`src/source/lcd_pkg.sv`:
```
package lcd_pkg;

	// one word on the lcd bus
	typedef struct packed {
		logic       rs;    // 1 = character data, 0 = instruction
		logic [7:0] data;
	} lcd_word_t;

	typedef enum logic [1:0] {
		power_wait,
		init_seq,
		idle,
		cmd_exec
	} lcd_state_e;

	// timing in microseconds
	localparam int power_up_us  = 500;
	localparam int init_e_us    = 10;                        // enable width during init
	localparam int init_dc_us   = init_e_us + 50;            // display control start
	localparam int init_clr_us  = init_dc_us + init_e_us + 50;
	localparam int init_em_us   = init_clr_us + init_e_us + 200;
	localparam int init_end_us  = init_em_us + init_e_us + 100;
	localparam int e_start_us   = 1;
	localparam int e_end_us     = 14;
	localparam int cmd_short_us = 50;
	localparam int cmd_long_us  = 1600;                      // clear and home

	// instruction base codes
	localparam logic [7:0] clear_cmd      = 8'h01;
	localparam logic [7:0] home_cmd       = 8'h02;
	localparam logic [7:0] entry_mode_cmd = 8'h04;
	localparam logic [7:0] disp_ctrl_cmd  = 8'h08;
	localparam logic [7:0] func_set_cmd   = 8'h30;           // 8-bit bus
	localparam logic [7:0] set_ddram_cmd  = 8'h80;
	localparam logic [7:0] line2_addr     = 8'h40;           // ddram base of line 2

endpackage

```
`src/source/text_pkg.sv`:
```
package text_pkg;

	// display geometry
	localparam int line_cols = 16;
	localparam int col_w     = $clog2(line_cols + 1);   // column may sit at line_cols

	// host side requests
	typedef enum logic [1:0] {
		put_char,
		new_line,
		clear_disp
	} text_action_e;

	typedef enum logic [1:0] {
		ready,
		emit_addr,     // set address of the other line
		emit_char,
		emit_clear
	} writer_state_e;

endpackage

```
`src/source/lcd_fifo_if.sv`:
```
`timescale 1ns/1ps

interface lcd_fifo_if;

	logic               push;
	lcd_pkg::lcd_word_t wr_word;
	logic               full;
	logic               pop;
	lcd_pkg::lcd_word_t rd_word;     // head entry
	logic               empty;

	modport writer (
		output push,
		output wr_word,
		input  full
	);

	modport fifo (
		input  push,
		input  wr_word,
		output full,
		input  pop,
		output rd_word,
		output empty
	);

	modport controller (
		output pop,
		input  rd_word,
		input  empty
	);

endinterface

```
`src/source/lcd_text_writer.sv`:
```
`timescale 1ns/1ps

module lcd_text_writer (
	input  logic                   clk,
	input  logic                   arst_n,
	input  logic                   host_valid,
	input  text_pkg::text_action_e host_action,
	input  logic [7:0]             host_char,
	output logic                   host_ready,
	lcd_fifo_if.writer             fifo
);

	text_pkg::writer_state_e    state;
	text_pkg::text_action_e     act_q;       // action being worked off
	logic                       line;        // 0 = top line
	logic [text_pkg::col_w-1:0] col;
	logic [7:0]                 pend_char;
	logic                       accept;
	logic [7:0]                 other_addr;

	assign host_ready = (state == text_pkg::ready) && !fifo.full;
	assign accept     = host_valid && host_ready;
	assign fifo.push  = (state != text_pkg::ready) && !fifo.full;   // waits on back-pressure

	// column 0 of the line we are not on
	assign other_addr = line ? lcd_pkg::set_ddram_cmd
	                         : (lcd_pkg::set_ddram_cmd | lcd_pkg::line2_addr);

	always_comb begin
		fifo.wr_word.rs   = 1'b0;
		fifo.wr_word.data = 8'h00;
		case (state)
			text_pkg::emit_addr:  fifo.wr_word.data = other_addr;
			text_pkg::emit_char: begin
				fifo.wr_word.rs   = 1'b1;
				fifo.wr_word.data = pend_char;
			end
			text_pkg::emit_clear: fifo.wr_word.data = lcd_pkg::clear_cmd;
			default: ;
		endcase
	end

	always_ff @(posedge clk) begin
		if (accept)
			pend_char <= host_char;
	end

	always_ff @(posedge clk or negedge arst_n) begin
		if (!arst_n) begin
			state <= text_pkg::ready;
			act_q <= text_pkg::put_char;
			line  <= 1'b0;
			col   <= '0;
		end else begin
			case (state)
				text_pkg::ready: begin
					if (accept) begin
						act_q <= host_action;
						case (host_action)
							text_pkg::put_char:
								// wrap first, so the char lands at column 0
								state <= (col == text_pkg::col_w'(text_pkg::line_cols)) ?
								         text_pkg::emit_addr : text_pkg::emit_char;
							text_pkg::new_line:   state <= text_pkg::emit_addr;
							text_pkg::clear_disp: state <= text_pkg::emit_clear;
							default:              state <= text_pkg::ready;
						endcase
					end
				end
				text_pkg::emit_addr: begin
					if (!fifo.full) begin
						line  <= ~line;
						col   <= '0;
						state <= (act_q == text_pkg::put_char) ? text_pkg::emit_char
						                                       : text_pkg::ready;
					end
				end
				text_pkg::emit_char: begin
					if (!fifo.full) begin
						col   <= col + 1'b1;
						state <= text_pkg::ready;
					end
				end
				text_pkg::emit_clear: begin
					if (!fifo.full) begin
						line  <= 1'b0;    // clear homes the cursor
						col   <= '0;
						state <= text_pkg::ready;
					end
				end
				default: state <= text_pkg::ready;
			endcase
		end
	end

endmodule

```
`src/source/lcd_word_fifo.sv`:
```
`timescale 1ns/1ps

module lcd_word_fifo #(
	parameter int fifo_depth = 8
) (
	input  logic     clk,
	input  logic     arst_n,
	lcd_fifo_if.fifo port
);

	localparam int ptr_w = (fifo_depth > 1) ? $clog2(fifo_depth) : 1;
	localparam int cnt_w = $clog2(fifo_depth + 1);

	lcd_pkg::lcd_word_t mem [fifo_depth];
	logic [ptr_w-1:0]   wr_ptr;
	logic [ptr_w-1:0]   rd_ptr;
	logic [cnt_w-1:0]   count;      // occupancy
	logic               do_push;
	logic               do_pop;

	// wraps at depth, also for depths that are not a power of two
	function automatic logic [ptr_w-1:0] ptr_inc(input logic [ptr_w-1:0] p);
		return (p == ptr_w'(fifo_depth - 1)) ? '0 : p + 1'b1;
	endfunction

	assign port.full    = (count == cnt_w'(fifo_depth));
	assign port.empty   = (count == '0);
	assign port.rd_word = mem[rd_ptr];   // head always visible

	assign do_push = port.push && !port.full;
	assign do_pop  = port.pop && !port.empty;

	always_ff @(posedge clk) begin
		if (do_push)
			mem[wr_ptr] <= port.wr_word;
	end

	always_ff @(posedge clk or negedge arst_n) begin
		if (!arst_n) begin
			wr_ptr <= '0;
			rd_ptr <= '0;
			count  <= '0;
		end else begin
			if (do_push)
				wr_ptr <= ptr_inc(wr_ptr);
			if (do_pop)
				rd_ptr <= ptr_inc(rd_ptr);
			case ({do_push, do_pop})
				2'b10:   count <= count + 1'b1;
				2'b01:   count <= count - 1'b1;
				default: count <= count;     // both or neither
			endcase
		end
	end

endmodule

```
`src/source/lcd_controller.sv`:
```
`timescale 1ns/1ps

module lcd_controller #(
	parameter int clk_per_us = 50
) (
	input  logic           clk,
	input  logic           arst_n,
	input  logic [6:0]     disp_cfg,    // lines, font, on, cursor, blink, inc, shift
	lcd_fifo_if.controller fifo,
	output logic           busy,
	output logic           e,
	output logic           rs,
	output logic           rw,
	output logic [7:0]     data
);

	localparam int pre_w = (clk_per_us > 1) ? $clog2(clk_per_us) : 1;
	localparam int us_w  = $clog2(lcd_pkg::cmd_long_us + 1);

	lcd_pkg::lcd_state_e state;
	logic [pre_w-1:0]    pre;          // microsecond prescaler
	logic                us_tick;
	logic [us_w-1:0]     us_cnt;       // microseconds since state entry
	logic [us_w-1:0]     exec_us;
	logic                exec_long;
	logic [8:0]          init_next;    // {e, data} for the coming microsecond

	// enable and byte of the init sequence at microsecond t
	function automatic logic [8:0] init_step(input logic [us_w-1:0] t, input logic [6:0] cfg);
		logic       e_on;
		logic [7:0] cmd;
		e_on = 1'b1;
		if (t < us_w'(lcd_pkg::init_e_us))
			cmd = lcd_pkg::func_set_cmd | {4'b0000, cfg[6:5], 2'b00};
		else if (t >= us_w'(lcd_pkg::init_dc_us) &&
		         t < us_w'(lcd_pkg::init_dc_us + lcd_pkg::init_e_us))
			cmd = lcd_pkg::disp_ctrl_cmd | {5'b00000, cfg[4:2]};
		else if (t >= us_w'(lcd_pkg::init_clr_us) &&
		         t < us_w'(lcd_pkg::init_clr_us + lcd_pkg::init_e_us))
			cmd = lcd_pkg::clear_cmd;
		else if (t >= us_w'(lcd_pkg::init_em_us) &&
		         t < us_w'(lcd_pkg::init_em_us + lcd_pkg::init_e_us))
			cmd = lcd_pkg::entry_mode_cmd | {6'b000000, cfg[1:0]};
		else begin
			e_on = 1'b0;     // gap between steps
			cmd  = 8'h00;
		end
		return {e_on, cmd};
	endfunction

	assign us_tick   = (pre == pre_w'(clk_per_us - 1));
	assign init_next = init_step(us_cnt + 1'b1, disp_cfg);

	// clear and home need the long wait
	assign exec_long = !rs && (data == lcd_pkg::clear_cmd || data == lcd_pkg::home_cmd);
	assign exec_us   = exec_long ? us_w'(lcd_pkg::cmd_long_us) : us_w'(lcd_pkg::cmd_short_us);

	assign fifo.pop = (state == lcd_pkg::idle) && !fifo.empty;
	assign rw       = 1'b0;            // write only

	always_ff @(posedge clk or negedge arst_n) begin
		if (!arst_n) begin
			state  <= lcd_pkg::power_wait;
			pre    <= '0;
			us_cnt <= '0;
			busy   <= 1'b1;
			e      <= 1'b0;
			rs     <= 1'b0;
			data   <= 8'h00;
		end else begin
			pre <= us_tick ? '0 : pre + 1'b1;
			if (us_tick)
				us_cnt <= us_cnt + 1'b1;

			case (state)
				lcd_pkg::power_wait: begin
					if (us_tick && us_cnt == us_w'(lcd_pkg::power_up_us - 1)) begin
						state     <= lcd_pkg::init_seq;
						us_cnt    <= '0;
						{e, data} <= init_step('0, disp_cfg);   // function set right away
					end
				end
				lcd_pkg::init_seq: begin
					if (us_tick) begin
						if (us_cnt == us_w'(lcd_pkg::init_end_us - 1)) begin
							state  <= lcd_pkg::idle;
							us_cnt <= '0;
							busy   <= 1'b0;
						end else begin
							{e, data} <= init_next;
						end
					end
				end
				lcd_pkg::idle: begin
					if (!fifo.empty) begin
						state  <= lcd_pkg::cmd_exec;
						pre    <= '0;                  // align timing to the pop
						us_cnt <= '0;
						busy   <= 1'b1;
						rs     <= fifo.rd_word.rs;
						data   <= fifo.rd_word.data;
					end
				end
				lcd_pkg::cmd_exec: begin
					if (us_tick) begin
						if (us_cnt == us_w'(lcd_pkg::e_start_us - 1))
							e <= 1'b1;
						if (us_cnt == us_w'(lcd_pkg::e_end_us - 1))
							e <= 1'b0;
						if (us_cnt == exec_us - 1'b1) begin
							state  <= lcd_pkg::idle;
							us_cnt <= '0;
							busy   <= 1'b0;
							rs     <= 1'b0;
							data   <= 8'h00;
						end
					end
				end
				default: state <= lcd_pkg::power_wait;
			endcase
		end
	end

endmodule

```
`src/source/lcd_subsystem.sv`:
```
`timescale 1ns/1ps

module lcd_subsystem #(
	parameter int clk_per_us = 50,
	parameter int fifo_depth = 8
) (
	input  logic                   clk,
	input  logic                   arst_n,
	input  logic [6:0]             disp_cfg,
	input  logic                   host_valid,
	input  text_pkg::text_action_e host_action,
	input  logic [7:0]             host_char,
	output logic                   host_ready,
	output logic                   lcd_busy,
	output logic                   lcd_e,
	output logic                   lcd_rs,
	output logic                   lcd_rw,
	output logic [7:0]             lcd_data
);

	lcd_fifo_if fifo_bus ();

	lcd_text_writer u_writer (
		.clk         (clk),
		.arst_n      (arst_n),
		.host_valid  (host_valid),
		.host_action (host_action),
		.host_char   (host_char),
		.host_ready  (host_ready),
		.fifo        (fifo_bus.writer)
	);

	lcd_word_fifo #(
		.fifo_depth (fifo_depth)
	) u_fifo (
		.clk    (clk),
		.arst_n (arst_n),
		.port   (fifo_bus.fifo)
	);

	lcd_controller #(
		.clk_per_us (clk_per_us)
	) u_controller (
		.clk      (clk),
		.arst_n   (arst_n),
		.disp_cfg (disp_cfg),
		.fifo     (fifo_bus.controller),
		.busy     (lcd_busy),
		.e        (lcd_e),
		.rs       (lcd_rs),
		.rw       (lcd_rw),
		.data     (lcd_data)
	);

endmodule

```
`config.mk`:
```
export PLATFORM = sky130hd
export DESIGN_NAME = lcd_subsystem
export DESIGN_NICKNAME = d
export VERILOG_FILES = /design/src/source/lcd_pkg.sv /design/src/source/text_pkg.sv /design/src/source/lcd_fifo_if.sv /design/src/source/lcd_text_writer.sv /design/src/source/lcd_word_fifo.sv /design/src/source/lcd_controller.sv /design/src/source/lcd_subsystem.sv
export SDC_FILE = /design/constraint.sdc
export NUM_CORES = 1
export LEC_CHECK = 0
export ABC_CLOCK_PERIOD_IN_PS = 6780
export BUFFER_PORTS_ARGS = -buffer_cell sky130_fd_sc_hd__buf_2
export CORE_ASPECT_RATIO = 0.75
export CORE_MARGIN = 2
export CORE_UTILIZATION = 50
export DETAILED_ROUTE_END_ITERATION = 8
export PLACE_DENSITY = 0.67
export SYNTH_ARGS = -nofsm -noshare
export SYNTH_HDL_FRONTEND = slang
export SYNTH_HIERARCHICAL = 1
export SYNTH_SLANG_ARGS = --single-unit
```
`constraint.sdc`:
```
create_clock -name clk -period 6.78 [get_ports clk]
set_input_delay 0.339 -clock clk [delete_from_list [all_inputs] [get_ports clk]]
set_output_delay 0.339 -clock clk [all_outputs]
set_load 0.005 [all_outputs]
```
==> impl_metrics.toml, run 1 <==
[clock_tree]
post_cts_buffers = 0
path_clk_slew_ps = 60
cts_root_buf = "clkbuf_16"
clkLatencyLatePin_ps = 420
postCtsResizedCells = 0
numCtsBuffers = 17
htreeDepth = 4
cts_sinks = 130
ctsHoldBuffers = 0
cts_tree = "yes"
clk_path_buf_depth = 2

[setup_path]
critPathMaxFanout = 9
endpoint_kind = "flip-flop"
arrival_ps = 3730
required_ps = 7070
r2r_start = "u_fifo/count[2]"
r2r_slack_ps = 3340
worstSetupPathType = "reg -> reg"
crit_path_start_kind = "flip-flop"
rr_endpoint = "u_fifo/count[3]"
worstRegToRegCells = 10

[sta]
tns_ps = 0
final_hold_viol_count = 0
finClkSkew_ps = 11.6
setup_violations = 0
slew_viol_final = 0
worstMarginPinSlew_ps = 1090
max_freq_ghz = 0.291
fin_crit_sh_pct = 50.7
whs_ps = 32.4
min_period_ps = 3440
rsz0062_at_grt = "no"
slew_headroom_pct = 27.0

[die]
rows = 36
die_height_um = 104
core_um2 = 13000
dieArea_um2 = 14300
ios = 33
floorplan.initialDensity_pct = 51.2
die_width_um = 137

[yosys]
syn_nets = 583
yosysSeqAreaShare_pct = 54.8
yosysUniqueCellTypes = 78
ys_warn_count = 6
ys.flop_type = "edfxtp_1"
syn_inst = 546
synth_top_area_cell = "edfxtp_1"
synthTopCellsByCount = "edfxtp_1, dfrtp_1, nor2_1"
synth_edf_count = 80
ys_async_sr_fraction_pct = 38.5
synth_top_area_share_pct = 36.0
synthTopCellsByArea = "edfxtp_1, dfrtp_1, mux4_2"
yosysMostFrequentCell = "edfxtp_1"
syn_avg_cell_area_um2 = 12.2
ys_ff_latch = 130
syn_area_um2 = 6670

[power_and_ir_drop]
power_mw = 2.27
leakage_nw = 2.78
peakVddDrop_v = 0.000192
powerDensity_nw_per_um2 = 303

[grt]
globalRouteOverflowTotal = 0
grt_max_degree = 51
antenna_found_initial = 0
grt_pass1_vias = 4498
grt_first_pass_wirelength_um = 23300
track_usage_pct = 21.5

[job]
maxCapViolCount = 0

[detailed_routing]
firstDrtPassIters = 8
drc = 0
drtIter0Drc = 325
post_drt_wl_per_cell_um = 18.7
vias = 4351
drt-total-wl_um = 14000
drtAntennaViolNets = 0
viasPerCell = 5.81

[placement]
dp_hpwl_um = 9360
gp_congestion = 0.916
portBuffers = 31
dpl.cell_count = 717

[hold_path]
hp-class = "in -> async"

[cells_and_area]
nets = 602
antenna_cells = 0
syn_to_final_growth_pct = 12.2
layout-drive-gt1-share_pct = 21.1
final_cells = 749
fillers = 1044

[status]
status = "completed"
-- stage by stage --
stage / worst slack, ps / cell area, um2 / utilization, %
CTS: 3380 / 7480 / 57.4
detailed placement: 3390 / 6890 / 52.9
finish: 3340 / 7480 / 57.4
global placement: 3540 / 6890 / 52.9
floorplan: 3710 / 6670 / -
global route: 3010 / 7480 / 57.4
-- worst max-delay path by stage --
| stage | start | to | slack (ps) |
|---|---|---|---|
| global placement | u_fifo/count[2] | u_fifo/count[3] | 3540 |
| floorplan | u_fifo/count[0] | u_fifo/count[3] | 3710 |
| CTS | u_fifo/count[2] | u_fifo/count[3] | 3380 |
| finish | u_fifo/count[2] | u_fifo/count[3] | 3340 |
| detailed placement | u_fifo/count[2] | u_fifo/count[3] | 3390 |
| global route | u_fifo/count[2] | u_fifo/count[3] | 3010 |
-- power breakdown --
group | internal [mW] | switching, mW | leakage, nW
Clock | 0.575 | 0.334 | 0.276
Combinational | 0.119 | 0.185 | 1.12
Sequential | 0.974 | 0.0781 | 1.39
Total | 1.67 | 0.597 | 2.78
-- kinds of logic (layout without fill, tap and decap cells) --
family | after synthesis | count (layout) | synth area share [%]
compound gates | 90 | 90 | 9.37
xor+xnor | 22 | 22 | 2.89
fa+ha+maj | 17 | 17 | 3.30
buf+inv | 63 | 95 | 4.62
flops | 130 | 130 | 54.8
mux | 45 | 45 | 10.6
other cells | 1 | 1 | 0.0563
simple gates | 178 | 178 | 14.4
-- layout make-up --
class	count	area [um2]	area share [%]
Clock buffer	18	429	5.74
Clock inverter	14	164	2.19
Inverter	29	109	1.46
Multi-Input combinational cell	353	2730	36.5
Sequential cell	130	3650	48.9
Tap cell	171	214	2.86
Timing Repair Buffer	34	178	2.38
-- metal layers --
layer / share of wire (%) / wire length, um / vias up / track usage [%]
li1: - / - / 2073 / -
met1: 48 / 6680 / 2135 / 31.2
met2: 46 / 6380 / 127 / 31.6
met3: 5.3 / 741 / 16 / 5.70
met4: 1.3 / 183 / 0 / 7.07
met5: 0 / 0 / - / 0
-- layout by cell type, fill, tap and decap left out, types with 7 or more instances in the layout --
master	n
inv_1	29
o21ai_0	17
nand4_1	8
edfxtp_1	80
nor3_1	14
xnor2_1	11
clkbuf_16	17
mux2i_1	7
nor2_1	45
nor4_1	7
a21oi_1	25
nand2_1	33
and2_1	7
nand3_1	16
ha_1	16
buf_2	31
mux4_2	18
xor2_1	11
dfrtp_1	49
mux2_2	16
-- sequential cells by signal (all words and copies together), names as in the netlist, 3 cells and up --
| register | flops |
|---|---|
| u_writer/col | 5 |
| u_controller/us_cnt | 11 |
| u_fifo/rd_ptr | 3 |
| u_fifo/wr_ptr | 3 |
| u_fifo/count | 4 |
| u_controller/data | 8 |
| u_fifo/mem | 72 |
| u_writer/pend_char | 8 |
| u_controller/pre | 6 |
-- worst max-delay path, cell delays in order (launching register included) --
cell	delay, ps
dfrtp_1	430
or4b_4	590
inv_1	220
o21bai_4	210
inv_1	120
nand2_4	140
ha_1	350
ha_1	350
or4b_2	650
o311ai_0	130
o211ai_1	120
No activity file was read; power rests on OpenSTA's default activity.
==> run 2, diff against run 1 <==
--- a/config.mk
+++ b/config.mk
@@ -5,13 +5,14 @@
 export SDC_FILE = /design/constraint.sdc
 export NUM_CORES = 1
 export LEC_CHECK = 0
-export ABC_CLOCK_PERIOD_IN_PS = 6780
+export ABC_AREA = 1
+export ABC_CLOCK_PERIOD_IN_PS = 3000
 export BUFFER_PORTS_ARGS = -buffer_cell sky130_fd_sc_hd__buf_2
 export CORE_ASPECT_RATIO = 0.75
 export CORE_MARGIN = 2
 export CORE_UTILIZATION = 50
 export DETAILED_ROUTE_END_ITERATION = 8
-export PLACE_DENSITY = 0.67
+export PLACE_DENSITY = 0.7
 export SYNTH_ARGS = -nofsm -noshare
 export SYNTH_HDL_FRONTEND = slang
 export SYNTH_HIERARCHICAL = 1
==> constraint.sdc (replaced) <==
create_clock -name clk -period 3 [get_ports clk]
set_input_delay 0.15 -clock clk [delete_from_list [all_inputs] [get_ports clk]]
set_output_delay 0.15 -clock clk [all_outputs]
set_load 0.005 [all_outputs]
==> impl_metrics.toml, run 2 <==
[status]
status = "completed"

[grt]
antenna_found_initial = 0
grt_max_degree = 38
globalRouteOverflowTotal = 0
track_usage_pct = 23.4
grt_pass1_vias = 5087
grt_first_pass_wirelength_um = 26400

[power_and_ir_drop]
peakVddDrop_v = 0.000460
power_mw = 5.11
leakage_nw = 3.64
powerDensity_nw_per_um2 = 649

[die]
rows = 37
die_height_um = 106
ios = 33
dieArea_um2 = 14800
floorplan.initialDensity_pct = 50.7
core_um2 = 13600
die_width_um = 140

[clock_tree]
htreeDepth = 4
cts_root_buf = "clkbuf_16"
postCtsResizedCells = 0
cts_tree = "yes"
clkLatencyLatePin_ps = 420
clk_path_buf_depth = 2
path_clk_slew_ps = 60
numCtsBuffers = 17
cts_sinks = 130

[yosys]
syn_nets = 831
syn_area_um2 = 6910
yosysSeqAreaShare_pct = 52.9
syn_inst = 794
ys_async_sr_fraction_pct = 38.5
synth_edf_count = 80
yosysUniqueCellTypes = 47
synth_top_area_cell = "edfxtp_1"
ys_ff_latch = 130
synthTopCellsByCount = "nand2_1, inv_1, nor2_1"
synthTopCellsByArea = "edfxtp_1, dfrtp_1, nand2_1"
ys_warn_count = 6
ys.flop_type = "edfxtp_1"
syn_avg_cell_area_um2 = 8.70
synth_top_area_share_pct = 34.8
yosysMostFrequentCell = "nand2_1"

[setup_path]
arrival_ps = 2890
crit_family = "simple AND/OR/NAND/NOR gates"
endpoint_kind = "flip-flop"
r2r_slack_ps = 420
critPathMostFrequentCell = "nand2_1"
cpMaxStageDelayCell = "dfrtp_1"
r2r_start = "u_controller/state[1]"
required_ps = 3310
worstSetupPathType = "reg -> reg"
rr_endpoint = "u_fifo/count[3]"
cp.buffers_inverters = 3
worstPathCellList = "inv_1 > nor2_1 > inv_1 > nor2_1 > nand2_1 > inv_2 > ha_1 > ha_1 > or2_2 > nand2_1 > nand2_1 > nand3_1 > nand2_1"
crit_path_max_incr_delay_ps = 440
critPathMaxFanout = 7
crit_path_start_kind = "flip-flop"
worstRegToRegCells = 13

[detailed_routing]
post_drt_wl_per_cell_um = 15.7
drc = 0
drt-total-wl_um = 16300
vias = 5476
firstDrtPassIters = 5
drtIter0Drc = 541
viasPerCell = 5.28
drtAntennaViolNets = 0

[hold_path]
hold-path-endpoint = "u_writer/act_q[1]"
hold_depth = 3
hold_path_startpoint = "host_valid"
hp-class = "in -> reg"

[cells_and_area]
layout-drive-gt1-share_pct = 14.9
post-route-util_pct = 57.9
final_common_cell = "nand2_1"
nets = 887
fillers = 1202
antenna_cells = 0
final_cells = 1038
fin_area_um2 = 7880
largest_reg_flops = 72
largestRegisters = "u_fifo/mem (72), u_controller/us_cnt (11)"
layout_common_cells = "nand2_1, inv_1, nor2_1, edfxtp_1, dfrtp_1"
largest_register = "u_fifo/mem"
syn_to_final_growth_pct = 14.0

[sta]
fin_crit_sh_pct = 85.8
rsz0062_at_grt = "no"
finClkSkew_ps = 7.50
setup_ws_ps = 425
worstMarginPinSlew_ps = 1030
slew_viol_final = 0
whs_ps = 63.8
max_freq_ghz = 0.388
slew_headroom_pct = 30.7
tns_ps = 0
final_hold_viol_count = 0
min_period_ps = 2580
setup_violations = 0

[placement]
gp_congestion = 0.918
dp_hpwl_um = 11500
portBuffers = 31
dpl_cell_area_um2 = 7250
post-place-ws_ps = 468
dpl.cell_count = 997

[job]
maxCapViolCount = 0
[run 2: layout make-up]
| class | count | area [um2] | area share [%] |
|---|---|---|---|
| flip-flops and latches | 130 | 3650 | 46.4 |
| inverters | 93 | 365 | 4.64 |
| repair buffers | 55 | 358 | 4.54 |
| multi-input cells | 553 | 2740 | 34.8 |
| well taps | 175 | 219 | 2.78 |
| clock inverters | 14 | 105 | 1.33 |
| clock buffers | 18 | 429 | 5.45 |
[run 2: logic make-up (layout without fill, tap and decap cells)]
family / count (synthesis) / after routing / share of synthesized area, %
AO/OA/AOI/OAI: 102 / 102 / 8.10
AND/OR/NAND/NOR: 425 / 425 / 27.4
flip-flops: 130 / 130 / 52.9
buffers and inverters: 111 / 180 / 7.35
adder cells (fa/ha/maj): 17 / 17 / 3.19
XOR/XNOR: 8 / 8 / 1.01
other: 1 / 1 / 0.0543
[run 2: how the worst max path moves through the flow]
| stage | startpoint | endpoint | cells past startpoint |
|---|---|---|---|
| 4_1_cts | u_controller/state[1] | u_fifo/count[3] | 13 |
| 3_3_place_gp | u_controller/state[1] | u_fifo/count[3] | 13 |
| 3_5_place_dp | u_controller/state[1] | u_fifo/count[3] | 13 |
| 5_1_grt | u_controller/state[1] | u_fifo/count[3] | 13 |
| 6_report | u_controller/state[1] | u_fifo/count[3] | 13 |
| 2_1_floorplan | u_controller/state[1] | u_fifo/count[3] | 13 |
[run 2: power breakdown]
| group | internal [mW] | switching, mW | leakage (nW) | total, mW |
|---|---|---|---|---|
| Clock | 1.06 | 0.786 | 0.253 | 1.85 |
| Sequential | 2.25 | 0.119 | 1.39 | 2.37 |
| Combinational | 0.287 | 0.609 | 1.99 | 0.896 |
[run 2: what timing repair did]
action | CTS | global route
setup buffers | 0 | 0
hold buffers | 9 | 0
endpoints found under the hold margin | 43 | 0
[run 2: worst reg2reg max path, stage by stage, from the launching register on]
cell and delay [ps]:
dfrtp_1 440, inv_1 140, nor2_1 300, inv_1 170
nor2_1 120, nand2_1 70, inv_2 110, ha_1 280
ha_1 320, or2_2 290, nand2_1 70, nand2_1 40
nand3_1 80, nand2_1 50
[run 2: metal layers]
layer / share of wire [%] / global-route usage (%) / wire length [um] / up-vias
met5: 0 / 0 / 0 / -
met4: 1.5 / 7.57 / 244 / 0
met3: 9.5 / 7.27 / 1540 / 18
met2: 41 / 32.9 / 6760 / 211
met1: 48 / 34.5 / 7750 / 2507
li1: - / - / - / 2740
==> run 3, diff against run 2 <==
--- a/config.mk
+++ b/config.mk
@@ -6,13 +6,14 @@
 export NUM_CORES = 1
 export LEC_CHECK = 0
 export ABC_AREA = 1
-export ABC_CLOCK_PERIOD_IN_PS = 3000
+export ABC_CLOCK_PERIOD_IN_PS = 2600
 export BUFFER_PORTS_ARGS = -buffer_cell sky130_fd_sc_hd__buf_2
 export CORE_ASPECT_RATIO = 0.75
 export CORE_MARGIN = 2
-export CORE_UTILIZATION = 50
+export CORE_UTILIZATION = 55
 export DETAILED_ROUTE_END_ITERATION = 8
-export PLACE_DENSITY = 0.7
+export MAX_ROUTING_LAYER = met4
+export PLACE_DENSITY = 0.73
 export SYNTH_ARGS = -nofsm -noshare
 export SYNTH_HDL_FRONTEND = slang
 export SYNTH_HIERARCHICAL = 1
==> constraint.sdc (replaced) <==
create_clock -name clk -period 2.6 [get_ports clk]
set_input_delay 0.13 -clock clk [delete_from_list [all_inputs] [get_ports clk]]
set_output_delay 0.13 -clock clk [all_outputs]
set_load 0.005 [all_outputs]
==> impl_metrics.toml, run 3 (synthesized netlist as in run 2, its figures left out) <==
[setup_path]
crit_family = "simple AND/OR/NAND/NOR gates"
endpoint_kind = "flip-flop"
worstPathCellList = "ha_1 > nand2_1 > inv_1 > nor2_2 > nor2_1 > o21ai_1 > nor2_2 > a21oi_1 > nand4_1 > nand2_1 > nand2_1"
worstSetupPathType = "reg -> reg"
arrival_ps = 2690
crit_path_max_incr_delay_ps = 480
critPathMaxFanout = 7
worstRegToRegCells = 11
critPathMostFrequentCell = "nand2_1"
r2r_start = "u_controller/us_cnt[0]"
crit_path_start_kind = "flip-flop"
r2r_slack_ps = 190
cp-startpoint = "u_controller/us_cnt[0]"
cp_num_cells = 11
cp.buffers_inverters = 1
crit_path_end = "u_controller/e"
cpMaxStageDelayCell = "dfrtp_1"
rr_endpoint = "u_controller/e"
required_ps = 2890

[die]
floorplan.initialDensity_pct = 56.3
core_um2 = 12300
die_height_um = 101
dieArea_um2 = 13500
ios = 33
die_width_um = 133
rows = 35

[cells_and_area]
largestRegisters = "u_fifo/mem (72), u_controller/us_cnt (11)"
largest_reg_flops = 72
post-route-util_pct = 65.2
nets = 896
final_cells = 1038
layout_common_cells = "nand2_1, inv_1, nor2_1, edfxtp_1, dfrtp_1"
multi_input_area_um2 = 2750
final_common_cell = "nand2_1"
syn_to_final_growth_pct = 15.7
largest_register = "u_fifo/mem"
layout-drive-gt1-share_pct = 16.1
fillers = 994
antenna_cells = 0
seqCellArea_um2 = 3650

[clock_tree]
htreeDepth = 4
cts_sinks = 130
numCtsBuffers = 17
cts_root_buf = "clkbuf_16"
path_clk_slew_ps = 60
post_cts_buffers = 0
clkLatencyLatePin_ps = 400
cts_tree = "yes"
clk_path_buf_depth = 2

[detailed_routing]
drc = 0
drt-total-wl_um = 17500
firstDrtPassIters = 5
vias = 5692
drtIter0Drc = 647
post_drt_wl_per_cell_um = 16.8
drtAntennaViolNets = 0
viasPerCell = 5.48

[grt]
grt_pass1_vias = 5331
track_usage_pct = 28.5
antenna_found_initial = 0
globalRouteOverflowTotal = 0
grt_max_degree = 38
grt_first_pass_wirelength_um = 28100

[placement]
post-place-ws_ps = 266
gp_congestion = 0.982
dp_hpwl_um = 12400
portBuffers = 31
dpl.cell_count = 997

[sta]
tns_ps = 0
final_hold_viol_count = 0
max_freq_ghz = 0.415
worstMarginPinSlew_ps = 1000
setup_violations = 0
slew_headroom_pct = 32.6
fin_crit_sh_pct = 92.7
whs_ps = 84.0
slew_viol_final = 0
setup_ws_ps = 191
min_period_ps = 2410
rsz0062_at_grt = "no"
finClkSkew_ps = 11.3

[power_and_ir_drop]
powerDensity_nw_per_um2 = 773
peakVddDrop_v = 0.000556
leakage_nw = 3.71

[hold_path]
hp-class = "in -> reg"

[status]
status = "completed"

[job]
maxCapViolCount = 0
-- run 3: changes by cell type in the layout (fill, tap and decap cells not counted) --
cell and delta:
ha_1 -1, clkbuf_1 +1, inv_6 -3, clkbuf_8 +2, clkinv_1 -2, bufinv_16 +2, ha_2 +1, buf_4 +9
-- run 3: cell type report --
type / instances / share of cell area, %
clock buffers: 21 / 5.76
clock inverters: 11 / 1.64
inverters: 93 / 4.57
multi-input cells: 553 / 34.4
flip-flops and latches: 130 / 45.7
well taps: 166 / 2.60
repair buffers: 64 / 5.32
-- run 3: worst min-delay path by stage --
| stage | to | cells past startpoint | start | slack, ps |
|---|---|---|---|---|
| after floorplan | u_controller/data[0] | 0 | arst_n | -170 |
| after global placement | u_controller/us_cnt[1] | 1 | arst_n | 160 |
| after detailed placement | u_controller/us_cnt[3] | 1 | arst_n | 170 |
| after CTS | u_writer/act_q[0] | 3 | host_valid | 50 |
| after global routing | u_controller/data[1] | 5 | disp_cfg[3] | 90 |
| final | u_controller/data[1] | 5 | disp_cfg[3] | 80 |
-- run 3: tightest hold or removal path, stage by stage --
cell and delay (ps):
buf_2 80, nand3b_1 70, nand3_1 80, nand2_1 50
inv_1 40
-- run 3: through the flow --
step	area [um2]	power, mW
floorplan	6910	3.44
global placement	7310	3.73
detailed placement	7310	3.82
CTS	7990	6.19
global route	7990	6.46
finish	7990	6.18
-- run 3: metal layers --
layer | track usage, % | up-vias | part of all wire (%)
li1 | - | 2744 | -
met4 | 7.53 | 0 | 0.80
met5 | - | - | 0
met2 | 39.2 | 265 | 44
met3 | 7.59 | 15 | 10
met1 | 41.8 | 2668 | 45
-- run 3: repair_timing --
action,CTS,global route
hold buffers,9,0
hold endpoints to repair,30,0
endpoints found under the setup margin,0,1
resized for setup,0,1
-- run 3: power breakdown --
group          internal [mW]  leakage (nW)  switching (mW)
registers               2.59          1.39           0.145
logic                  0.336          2.03           0.740
clock network           1.47         0.280           0.890
total                   4.40          3.71            1.78
